===== src/rnn_pkg.sv =====
`default_nettype none

package rnn_pkg;

	// fixed-point formats
	localparam int FRAC_BITS = 16;
	localparam int WEIGHT_SHIFT = 8;

	// tanh table, entry k holds tanh(k/256)
	localparam int LUT_DEPTH = 1025;
	localparam int LUT_ADDR_W = 11;

	typedef logic signed [31:0] q16_t;
	typedef logic signed [7:0] coef_t;
	typedef logic [31:0] lut_word_t;

	typedef enum logic {
		ACT_TANH = 1'b0,
		ACT_SIGMOID = 1'b1
	} act_sel_e;

	localparam q16_t ONE_Q = q16_t'(1 << FRAC_BITS);
	localparam q16_t HALF_Q = q16_t'(1 << (FRAC_BITS - 1));

	// activation magnitude, seen whole or split for the table lookup
	typedef union packed {
		q16_t raw;
		struct packed {
			// nonzero means magnitude of 4.0 or more
			logic [13:0] sat_bits;
			logic [9:0] lut_idx;
			logic [7:0] frac;
		} f;
	} act_arg_u;

endpackage

`default_nettype wire


===== src/feature_mem.sv =====
`timescale 1ns/100ps
`default_nettype none

module feature_mem #(
	parameter int NUM_INPUTS = 16,
	localparam int IW = (NUM_INPUTS > 1) ? $clog2(NUM_INPUTS) : 1
) (
	input wire clk,
	input wire we_i,
	input wire [IW-1:0] addr_i,
	input wire rnn_pkg::q16_t data_i,
	input wire [IW-1:0] idx_i,
	output rnn_pkg::q16_t feature_o
);

	// one Q16.16 word per input
	rnn_pkg::q16_t mem [NUM_INPUTS];

	always_ff @(posedge clk) begin
		if (we_i)
			mem[addr_i] <= data_i;
	end

	assign feature_o = mem[idx_i];

endmodule

`default_nettype wire


===== config.mk =====
export PLATFORM = sky130hd
export DESIGN_NAME = feature_mem
export DESIGN_NICKNAME = d
export VERILOG_FILES = /design/src/rnn_pkg.sv /design/src/feature_mem.sv
export SDC_FILE = /design/constraint.sdc
export NUM_CORES = 1
export LEC_CHECK = 0
export BUFFER_PORTS_ARGS = -buffer_cell sky130_fd_sc_hd__buf_2
export CAP_MARGIN = 20
export CORE_MARGIN = 1.5
export CORE_UTILIZATION = 50
export CTS_BUF_LIST = sky130_fd_sc_hd__clkbuf_2 sky130_fd_sc_hd__clkbuf_4 sky130_fd_sc_hd__clkbuf_8
export DETAILED_ROUTE_END_ITERATION = 10
export PLACE_DENSITY = 0.67
export SLEW_MARGIN = 20
export SYNTH_ARGS = -nofsm -noshare
export SYNTH_HDL_FRONTEND = slang
export SYNTH_SLANG_ARGS = --single-unit

===== constraint.sdc =====
create_clock -name clk -period 5.3 [get_ports clk]
set_clock_uncertainty 0.1 [all_clocks]
set_input_delay 1.06 -clock clk [delete_from_list [all_inputs] [get_ports clk]]
set_output_delay 1.06 -clock clk [all_outputs]
set_load 0.005 [all_outputs]

==> impl.org, run 1 <==
** Hold path
- Counting instances, the worst hold path has a depth of 1.
- In this run the worst hold path is classified as in2reg.

** Yosys
- Synthesized-area fraction occupied by adder cells :: 0%
- After synthesis the netlist holds a flip-flop and latch count of 512.
- The synthesized netlist devotes 1.315% of its cell area to simple gates.
- The mapped netlist covers 19210 sq um.
- Yosys instantiated no cell more often than edfxtp_1.
- By area, the combinational part of the netlist is dominated by multiplexers.
- Synth async-reset ratio :: 0%
- The synthesized netlist devotes 2.501% of its cell area to compound gates.
- Synthesis produced a netlist whose cell count is 806.
- The share of the Yosys chip area taken by registers is 80.02%.
- Fraction of post-synthesis cell area in the top cell type by area :: 80.02%
- edfxtp_1 takes more of the synthesized area than any other cell.
- The portion of synthesized area spent on multiplexers is 15.00%.
- YS warnings :: 0
- By area the synthesized netlist is led by edfxtp_1 80%, mux4_2 15%, a22oi_1 2.5%.
- Post-Syn Area per Cell :: 23.84 sq um
- Number of distinct library cells after synthesis :: 17
- Xor/xnor share of the synthesized area :: 0%
- Synthesized Nets :: 848
- Primary FF master, synth :: edfxtp_1
- Ranking of synthesized cells by instance count :: 512 x edfxtp_1, 128 x mux4_2, 64 x a22oi_1
- Number of flops mapped to enable cells by yosys :: 512

** Outcome
- The run finished with clean final reports.

** Cells and area
- Counting the fill cells in the layout gives 2731.
- The register with the most flip-flops in the layout has 512 of them.
- Post-Layout Cell Count :: 1524
- In the final layout, the registers with the most flip-flops are mem x512.
- In the final layout, the share of cells above drive strength 1 is 37.41%.
- Area Overhead vs Synth :: 14.70%
- Counting flops per register, the top entry is mem.
- Total Nets Final :: 995
- Count of inserted antenna diode cells :: 0

** Worst setup path
- Data on the critical path arrives at its endpoint at 2.91 ns.
- Endpoint class of the critical path :: primary output
- Worst endpoint required time :: 4.14 ns
- Kind of critical path :: in2out
- Setup crit start kind :: input pin
- Peak fanout along the critical path :: 40

** Timing
- Minimum clock period :: 4.072 ns
- Share of the clock period used by the worst path :: 76.84%
- Setup total negative slack on the finished layout was measured at 0 ns.
- Headroom to the max-slew limit :: 25.22%
- The hold violation count in the final report is 0.
- Hold timing on the final database bottoms out at a slack of 0.7294 ns.
- Maximum operating frequency :: 245.6 MHz
- Transition at the pin with the smallest max-transition slack :: 1.119 ns
- Number of endpoints failing setup at the final stage :: 0
- Final number of max-transition violations :: 0
- Setup repair after global routing left no endpoint under its margin.

** GRT
- Entering global routing, the biggest net connects 54 pins.
- First-pass GRT wire length :: 59.45 mm
- The number of global-route vias before repair was 9305.
- Total congestion overflow after global routing :: 0
- The initial antenna violation count was 2.
- Overall global routing resource usage :: 21.27%

** Floorplanning
- Die footprint :: 39610 sq um
- In this run the vertical extent of the chip is 199.0 um.
- After floorplanning, the core was divided into 71 placement rows.
- Core footprint :: 37760 sq um
- Starting Density :: 50.89%
- Measured along the x axis, the die boundary spans 199.0 um.
- IO Pins :: 74

** Placed design
- Count of input and output buffers :: 73
- Last weighted congestion value of the routability-driven placer :: 0.7075
- Number of cells after detailed placement :: 1381
- Hpwl dp :: 21.71 mm

** Power and ir drop
- Across the VDD grid, the largest voltage drop is 0.2086 mV.
- Summed over all cells, the static leakage comes to 7.086 nW.
- Total power density per cell area :: 374.9 nW/um^2
- Summing internal, switching and leakage power gives 8.262 mW.

** CTS
- TritonCTS clock tree :: built
- In this run, post-CTS repair resized a total of 0 instances.
- The number of clock buffers added by TritonCTS is 81.
- In this run the deepest clock path goes through 3 buffers.
- Once the clock tree was built, the setup fixing pass inserted 0 buffers.
- Clock slew at reported path FFs :: 0.06 ns
- CTS hold repair buffers :: 0
- Sink Count :: 512
- The H-tree was split into 3 levels.
- Clock tree synthesis selected as its root buffer the cell clkbuf_8.

** Route
- In the routed design, unresolved DRC markers number 0.
- Iteration-0 DRC count of the detailed router :: 717
- Wire length per cell after detailed routing :: 26.47 um
- The first detailed-routing pass ran for 4 iterations.
- Vias per inst :: 5.829
- Routed wire length :: 40.34 mm
- ANT nets after route :: 0
- For this block, the via count after detailed routing is 8883.

** Flow run
- Number of max-cap violations :: 0
[worst max-delay path, cell delays in order]
cell	delay, ns
clkbuf_8	0.42
buf_12	0.31
mux4_2	0.56
a22oi_1	0.22
nand2_1	0.12
buf_2	0.15
[power by group]
group          switching (mW)  internal, mW  total (mW)
registers              0.0168          4.54        4.56
clock network            1.47          1.82        3.29
logic                   0.244         0.175       0.419
[layout by cell type (no fill, tap or decap)]
cell and count:
buf_4 31, clkinv_2 8, clkbuf_8 84, buf_6 1, bufinv_16 4, nor2b_4 2
inv_6 2, clkinv_1 20, edfxtp_1 512, nand2_1 33, clkinvlp_4 2, buf_2 71
mux4_2 128, nand3b_1 2, clkbuf_4 23, nand3_1 1, inv_8 1, nor3_4 1
a22oi_1 64, or3b_2 1, nor2_4 13, nor3_2 3, buf_12 3, and2_2 1
nand2b_1 2
[final timing paths]
path                    from              endpoint  slack (ns)
setup / recovery    idx_i[0]         feature_o[12]        1.23
hold / removal    data_i[30]  mem[0][30]$_DFFE_PP_        0.73
[routing by layer]
metal  GRT usage, %  vias up  part of all wire [%]
met2          35.79      288                    51
li1               -     3776                     -
met4          6.397        4                   1.8
met3          3.510       75                   5.6
met1          28.82     4740                    41
met5              0        -                 0.064
[stage by stage]
stage	util, %	setup slack (ns)	area (sq um)
global placement	54.13	1.218	20440
floorplan	-	0.9604	19210
global route	58.37	1.095	22040
finish	58.37	1.228	22040
detailed placement	54.15	1.167	20440
CTS	58.37	1.170	22040
[kinds of logic (layout without fill, tap and decap cells)]
| family | count (synthesis) | after routing |
|---|---|---|
| AOI/OAI and AO/OA | 64 | 64 |
| buffers and inverters | 43 | 250 |
| DFF | 512 | 512 |
| muxes | 128 | 128 |
| and+or+nand+nor | 59 | 59 |
[area by class of cell]
class                           count  area (sq um)  area share [%]
Sequential cell                   512         15370           69.77
Multi-Input combinational cell    251          3756           17.04
Clock buffer                      106          1315           5.967
Timing Repair Buffer              107         673.1           3.055
Tap cell                          511         639.4           2.901
Clock inverter                     37         279.0           1.266
Note: power is estimated with default switching activity, not from simulation.
==> run 2: changes to the inputs <==
Settings changed: PLACE_DENSITY 0.67 to 0.69.
Clock period 5.3 ns to 3.44 ns, I/O delays scaled along.
==> run 2 against run 1 <==
  * Clock-buffer cell count decreased by 2
  * Worst setup slack got worse by 0.83 ns
  * Sequential cell count stayed put
  * Sequential power grew 54%
  * Non-clock buffer count is 3 higher
  * Sequential share of layout area shrank 0.32 points
  * Critical path depth stayed put
  * Via count grew 2.5%
  * Utilization is 0.27 points higher
  * First-iteration DRC count up 10%
  * Routed wire length rose by 1.0%
  * Highest routed layer unchanged
==> impl.org, run 2 (same netlist as run 1, synthesis figures left out) <==
** GRT
- Vias in the first global route :: 9421 (was 9305)
- The initial antenna violation count is 3 (was 2).
- Total congestion overflow after global routing :: 0 (unchanged)
- The largest net degree at the start of global routing is 34 (was 54).
- First-pass GRT wire length :: 60.06 mm (was 59.45 mm)
- Overall global routing resource usage :: 21.46% (was 21.27%)

** Route
- Iteration-0 DRC count of the detailed router :: 789 (was 717)
- Highest metal layer used by the detailed router :: met5 (unchanged)
- Met2 Wirelength :: 19.10 mm (was 20.62 mm)
- Wire length per cell after detailed routing :: 26.70 um (was 26.47 um)
- Routed metal-1 wirelength :: 17.60 mm (was 16.67 mm)
- The overall via count from detail_route was 9109 (was 8883).
- The total iterations of the first detailed-routing run is 5 (was 4).
- ANT nets after route :: 0 (unchanged)
- The detailed route wirelength on metal3 came to 3.261 mm (was 2.278 mm).
- The detailed-route DRC error count came to 0 (unchanged).
- The vias per cell came to 5.969 (was 5.829).
- Routed wire length :: 40.74 mm (was 40.34 mm)

** CTS
- The number of buffers added to fix hold violations after cts came to 0 (unchanged).
- The number of cells upsized or downsized after cts is 0 (unchanged).
- # H-tree levels :: 3 (unchanged)
- The setup fix buffers added after clock tree synthesis came to 0 (unchanged).
- The TritonCTS clock tree is built (unchanged).
- Clock slew at reported path FFs :: 0.06 ns (about the same)
- The clock sink count is 512 (unchanged).
- Maximum count of clock buffers along a single path :: 3 (unchanged)
- The total clock buffers created by CTS was 80 (was 81).
- The clock root buffer is clkbuf_8 (unchanged).

** Cells and area
- Post-route design area :: 22140 sq um (was 22040 sq um)
- Post-layout utilization of the core :: 58.64% (was 58.37%)
- The number of flip-flops in the largest register came to 512 (unchanged).
- Area Overhead vs Synth :: 15.23% (was 14.70%)
- The most frequent standard cell in the layout excluding fill and tap cells is edfxtp_1 (unchanged).
- Commonest non-fill, non-tap cells in the layout: 512 x edfxtp_1, 128 x mux4_2, 84 x clkbuf_8, 71 x buf_2, 64 x a22oi_1 (unchanged).
- The net count of the finished layout was 997 (was 995).
- Registers with the highest flip-flop counts :: mem x512 (unchanged)
- Post-Layout Cell Count :: 1526 (was 1524)
- Total of fill cells in the finished design :: 2684 (was 2731)
- Most flops, register :: mem (unchanged)
- Share of final-layout standard cells stronger than drive strength 1 :: 37.48% (was 37.41%)

** Worst setup path
- The end of the critical path was feature_o[24] (was feature_o[12]).
- Cell-by-cell listing of the critical path :: clkbuf_8 > buf_12 > mux4_2 > a22oi_1 > nand2_1 > buf_2 (unchanged)
- The sort of element at the end of the critical path was a primary output (unchanged).
- The delay contributed by the slowest stage of the critical path is 0.54 ns (was 0.56 ns).
- Kind of critical path :: in2out (unchanged)
- Library cell contributing the largest single delay on the critical path :: mux4_2 (unchanged)
- Setup crit start kind :: input pin (unchanged)
- Total stage count of the critical path :: 6 (unchanged)
- Critical Path Start :: idx_i[0] (unchanged)
- Count of buffer and inverter cells on the critical path :: 3 (unchanged)
- The required time at the endpoint of the critical path was 2.65 ns (was 4.14 ns).
- The largest driver fanout on the critical path was 32 (was 40).
- The data arrival time of the critical path was 2.26 ns (was 2.91 ns).
- The cell type group with the largest total delay on the critical path is buffers and inverters (unchanged).

** Placed design
- Number of cells after detailed placement :: 1384 (was 1381)
- Hpwl dp :: 21.02 mm (was 21.71 mm)
- Count of input and output buffers :: 73 (unchanged)
- Last weighted congestion value of the routability-driven placer :: 0.7380 (was 0.7075)
- Cell area after placement :: 20640 sq um (was 20440 sq um)

** Timing
- Transition at the pin with the smallest max-transition slack :: 1.040 ns (was 1.119 ns)
- The smallest hold slack came to 0.3550 ns (was 0.7294 ns).
- RSZ-0062 raised after global routing: false (unchanged).
- Number of endpoints failing setup at the final stage :: 0 (unchanged)
- The setup TNS after final layout was 0 ns (unchanged).
- Minimum clock period :: 3.046 ns
- Maximum operating frequency :: 328.3 MHz
- The hold violation count in the final report came to 0 (unchanged).
- Final number of max-transition violations :: 0 (unchanged)
- Headroom to the max-slew limit :: 30.69% (was 25.22%)
- Dividing the final minimum period by the clock period gives 88.55%.

** Floorplanning
- Core footprint :: 37760 sq um (unchanged)
- Number of rows in the core area :: 71 (unchanged)
- Horizontal extent of the die :: 199.0 um (unchanged)
- The y dimension of the die is 199.0 um (unchanged).
- The area enclosed by the die boundary was 39610 sq um (unchanged).
- The top-level port count was 74 (unchanged).
- Starting Density :: 50.89% (unchanged)

** Outcome
- Status: finished, final reports clean (unchanged).

** Power and ir drop
- Leakage power :: 7.109 nW (was 7.086 nW)
- The largest voltage drop on the vdd net is 0.2472 mV (was 0.2086 mV).
- The power per standard cell area came to 563.4 nW/um^2 (was 374.9 nW/um^2).

** Hold path
- Hold/Removal Path Class :: in2reg (unchanged)
- Depth of the worst hold-timing path :: 1 (unchanged)

** Flow run
- The number of maximum-capacitance violations was 0 (unchanged).
-- run 2: stage by stage --
| stage | total power [mW] | worst slack (ns) |
|---|---|---|
| 2_1_floorplan | 7.514 | 0.3440 |
| 3_3_place_gp | 7.803 | 0.3708 |
| 3_5_place_dp | 7.825 | 0.3733 |
| 4_1_cts | 12.58 | 0.3674 |
| 5_1_grt | 12.89 | 0.2475 |
| 6_report | 12.47 | 0.3940 |
-- run 2: worst min path at each step --
stage                          start                    end  slack, ns
after floorplan            data_i[0]    mem[0][0]$_DFFE_PP_       0.69
after global placement    data_i[10]   mem[7][10]$_DFFE_PP_       0.96
after detailed placement  data_i[29]   mem[0][29]$_DFFE_PP_       0.97
after global routing       data_i[4]   mem[11][4]$_DFFE_PP_       0.34
after CTS                 data_i[29]   mem[1][29]$_DFFE_PP_       0.32
final                     data_i[20]  mem[13][20]$_DFFE_PP_       0.36
-- run 2: layout make-up --
cell class / instances / area, sq um / area share, %
Clock inverter: 37 / 192.7 / 0.8704
Timing Repair Buffer: 110 / 854.6 / 3.860
Multi-Input combinational cell: 251 / 3775 / 17.05
Clock buffer: 104 / 1300 / 5.872
Sequential cell: 512 / 15370 / 69.45
Tap cell: 511 / 639.4 / 2.888
Antenna cell: 1 / 2.502 / 0.01130
-- run 2: layer usage --
metal | up-vias | GRT usage [%]
met5 | - | 0
met4 | 4 | 6.510
met3 | 75 | 4.222
met2 | 397 | 32.53
met1 | 4856 | 31.97
li1 | 3777 | -
-- run 2: report_power, final --
part	total, mW	leakage, nW	switching (mW)	internal (mW)
Sequential	7.02	4.63	0.0262	7.00
Clock	4.79	0.790	2.25	2.54
Combinational	0.664	1.69	0.381	0.283
Total	12.5	7.11	2.66	9.82
==> run 3: changes to the inputs <==
Settings changed: CELL_PAD_IN_SITES_DETAIL_PLACEMENT from default to 1, CELL_PAD_IN_SITES_GLOBAL_PLACEMENT from default to 1, PLACE_DENSITY 0.69 to default, PLACE_DENSITY_LB_ADDON from default to 0.1.
==> run 3 against run 2 <==
  * Non-clock buffer count down 5
  * Routed wire length up 7.0%
  * Clock-buffer cell count up 4
  * Total power up 1.5%
  * Die area unchanged
  * Worst hold slack about the same
  * Cell count down 0.13%
  * Sequential share of layout area down 0.31 points
  * First-iteration DRC count down 27%
  * Worst setup slack worse by 0.077 ns
==> impl.org, run 3 (same netlist as run 1, synthesis figures left out) <==
** Outcome
- Status :: finished, final reports clean (unchanged)

** Worst setup path
- Cell-by-cell listing of the critical path: clkbuf_8 > buf_4 > mux4_2 > a22oi_1 > nand2_1 > buf_2 (was clkbuf_8 > buf_12 > mux4_2 > a22oi_1 > nand2_1 > buf_2).
- The required time at the endpoint of the critical path was 2.65 ns (about the same).
- Kind of critical path :: in2out (unchanged)
- The data arrival time of the critical path is 2.34 ns (was 2.26 ns).
- Largest stage delay, worst path :: 0.51 ns (was 0.54 ns)
- The cell with the biggest individual delay on the critical path was mux4_2 (unchanged).
- End of the critical path :: feature_o[19] (was feature_o[24])
- Peak fanout along the critical path :: 22 (was 32)
- The critical path launch point type is an input pin (unchanged).
- Endpoint class of the critical path :: primary output (unchanged)
- The timing startpoint of the critical path was idx_i[0] (unchanged).

** Floorplanning
- The area enclosed by the die boundary was 39610 sq um (unchanged).
- Horizontal extent of the die :: 199.0 um (unchanged)
- IO Pins :: 74 (unchanged)
- The effective utilization at floorplan came to 50.89% (unchanged).
- The total number of placement rows came to 71 (unchanged).
- The y dimension of the die is 199.0 um (unchanged).
- The floorplan core area came to 37760 sq um (unchanged).

** Cells and area
- The register area is 15370 sq um (unchanged).
- The most frequent standard cell in the layout excluding fill and tap cells was edfxtp_1 (unchanged).
- Commonest non-fill, non-tap cells in the layout: 512 x edfxtp_1, 128 x mux4_2, 86 x clkbuf_8, 71 x buf_2, 64 x a22oi_1 (was 512 x edfxtp_1, 128 x mux4_2, 84 x clkbuf_8, 71 x buf_2, 64 x a22oi_1).
- Max FFs per register :: 512 (unchanged)
- The net count of the finished layout is 993 (was 997).
- The share of cells above drive strength 1 is 37.02% (was 37.48%).
- Multi-input combinational cell area :: 3775 sq um (unchanged)
- Registers with the highest flip-flop counts :: mem x512 (unchanged)
- Area Overhead vs Synth :: 15.74% (was 15.23%)
- Count of inserted antenna diode cells :: 0 (was 1)
- Total of fill cells in the finished design :: 3132 (was 2684)
- Most flops, register :: mem (unchanged)

** Route
- Drt first pass iters :: 4 (was 5)
- The number of DRC markers after the initial detailed-route iteration is 576 (was 789).
- The post-route antenna net violation count is 0 (unchanged).
- Total via count after detailed routing :: 9050 (was 9109)
- The post-detailed-routing wire length came to 43.58 mm (was 40.74 mm).
- The detailed-route DRC error count was 0 (unchanged).
- Vias per inst :: 5.938 (was 5.969)
- Wire length per cell after detailed routing :: 28.60 um (was 26.70 um)

** CTS
- The TritonCTS clock tree was built (unchanged).
- CTS Root Buffer Type :: clkbuf_8 (unchanged)
- The clock sink count came to 512 (unchanged).
- The maximum clock insertion buffer count is 3 (unchanged).
- The number of cells upsized or downsized after cts was 0 (unchanged).
- Number of CTS-inserted buffers :: 81 (was 80)
- The setup fix buffers added after clock tree synthesis was 0 (unchanged).
- CTS hold repair buffers :: 0 (unchanged)
- Clock slew at reported path FFs :: 0.06 ns (about the same)
- The maximum level of the CTS H-tree came to 3 (unchanged).

** Timing
- RSZ-0062 raised after global routing :: false (unchanged)
- The setup TNS after final layout was 0 ns (unchanged).
- The hold violation count in the final report is 0 (unchanged).
- The final period demand of the worst path came to 3.123 ns (was 3.046 ns).
- The measured slew at the worst slew-check pin is 0.7728 ns (was 1.040 ns).
- The count of endpoints failing setup in the final report was 0 (unchanged).
- The count of final max-slew check failures is 0 (unchanged).
- Headroom to the max-slew limit :: 48.35% (was 30.69%)
- The final clock period utilization by the worst path came to 90.80% (was 88.55%).
- Maximum operating frequency :: 320.2 MHz (was 328.3 MHz)
- Post-Route Hold Slack :: 0.3551 ns (was 0.3550 ns)

** Power and ir drop
- Leakage power :: 7.128 nW (was 7.109 nW)
- The switching component of the power was 2.690 mW (was 2.657 mW).
- The power share of the combinational group came to 5.3% (about the same).
- The largest voltage drop on the vdd net was 0.3258 mV (was 0.2472 mV).
- Register share of total power :: 55.5% (was 56.3%)
- Switching share of total power :: 21.26% (was 21.30%)
- The share of total power in the clock network was 39.2% (was 38.4%).
- Total power density per cell area :: 569.2 nW/um^2 (was 563.4 nW/um^2)
- The internal cell power is 9.967 mW (was 9.816 mW).

** GRT
- The number of global-route vias before repair was 9828 (was 9421).
- The aggregate global routing overflow came to 0 (unchanged).
- The initial antenna violation count came to 2 (was 3).
- Overall global routing resource usage :: 23.12% (was 21.46%)
- First-pass GRT wire length :: 64.11 mm (was 60.06 mm)
- Largest net degree at the start of global routing :: 57 (was 34)

** Flow run
- Number of max-cap violations :: 0 (unchanged)

** Placed design
- Count of input and output buffers :: 73 (unchanged)
- The detailed-placement wirelength estimate came to 21.32 mm (was 21.02 mm).
- Last weighted congestion value of the routability-driven placer :: 0.6855 (was 0.7380)

** Hold path
- The type of the most critical hold path was in2reg (unchanged).
[run 3: worst min-delay path by stage]
stage	start	to	slack, ns	depth (start not counted)
4_1_cts	data_i[24]	mem[1][24]$_DFFE_PP_	0.30	1
2_1_floorplan	data_i[0]	mem[0][0]$_DFFE_PP_	0.69	0
5_1_grt	data_i[25]	mem[7][25]$_DFFE_PP_	0.33	1
3_5_place_dp	data_i[24]	mem[1][24]$_DFFE_PP_	0.97	1
6_report	data_i[24]	mem[1][24]$_DFFE_PP_	0.36	1
3_3_place_gp	data_i[8]	mem[0][8]$_DFFE_PP_	0.93	1
[run 3: final cells by class]
type	count	area share, %
Timing Repair Buffer	105	4.012
Clock inverter	37	0.9621
Sequential cell	512	69.14
Tap cell	511	2.875
Multi-Input combinational cell	251	16.98
Clock buffer	108	6.037
[run 3: layer usage]
metal / up-vias / track usage (%) / wire (um)
met3: 89 / 4.120 / 2075
li1: 3781 / - / -
met2: 272 / 39.54 / 22830
met5: - / 0 / 14
met4: 4 / 8.782 / 1189
met1: 4904 / 29.68 / 17470
[run 3: power groups by stage]
stage               sequential [mW]  combinational [mW]  clock [mW]
finish                         7.03               0.673        4.96
global route                   7.03               0.724        5.33
CTS                            7.03               0.684        5.10
detailed placement             7.16               0.683           0
global placement               7.14               0.656           0
floorplan                      7.15               0.368           0
[run 3: worst max-delay path, delay by kind of cell]
family          cells  cell delay, ns
compound gates      1            0.24
simple gates        1            0.16
buf+inv             3            0.72
mux                 1            0.51
[run 3: stage by stage]
stage | total power, mW | instance area (sq um) | setup slack (ns) | util [%] | cells
after CTS | 12.81 | 22240 | 0.2839 | 58.90 | 1524
after detailed placement | 7.839 | 20680 | 0.2672 | 54.78 | 1379
after global routing | 13.09 | 22240 | 0.2066 | 58.90 | 1524
after global placement | 7.799 | 20680 | 0.3002 | 54.78 | 1379
final | 12.66 | 22240 | 0.3166 | 58.90 | 1524
after floorplan | 7.514 | 19230 | 0.3440 | - | 806
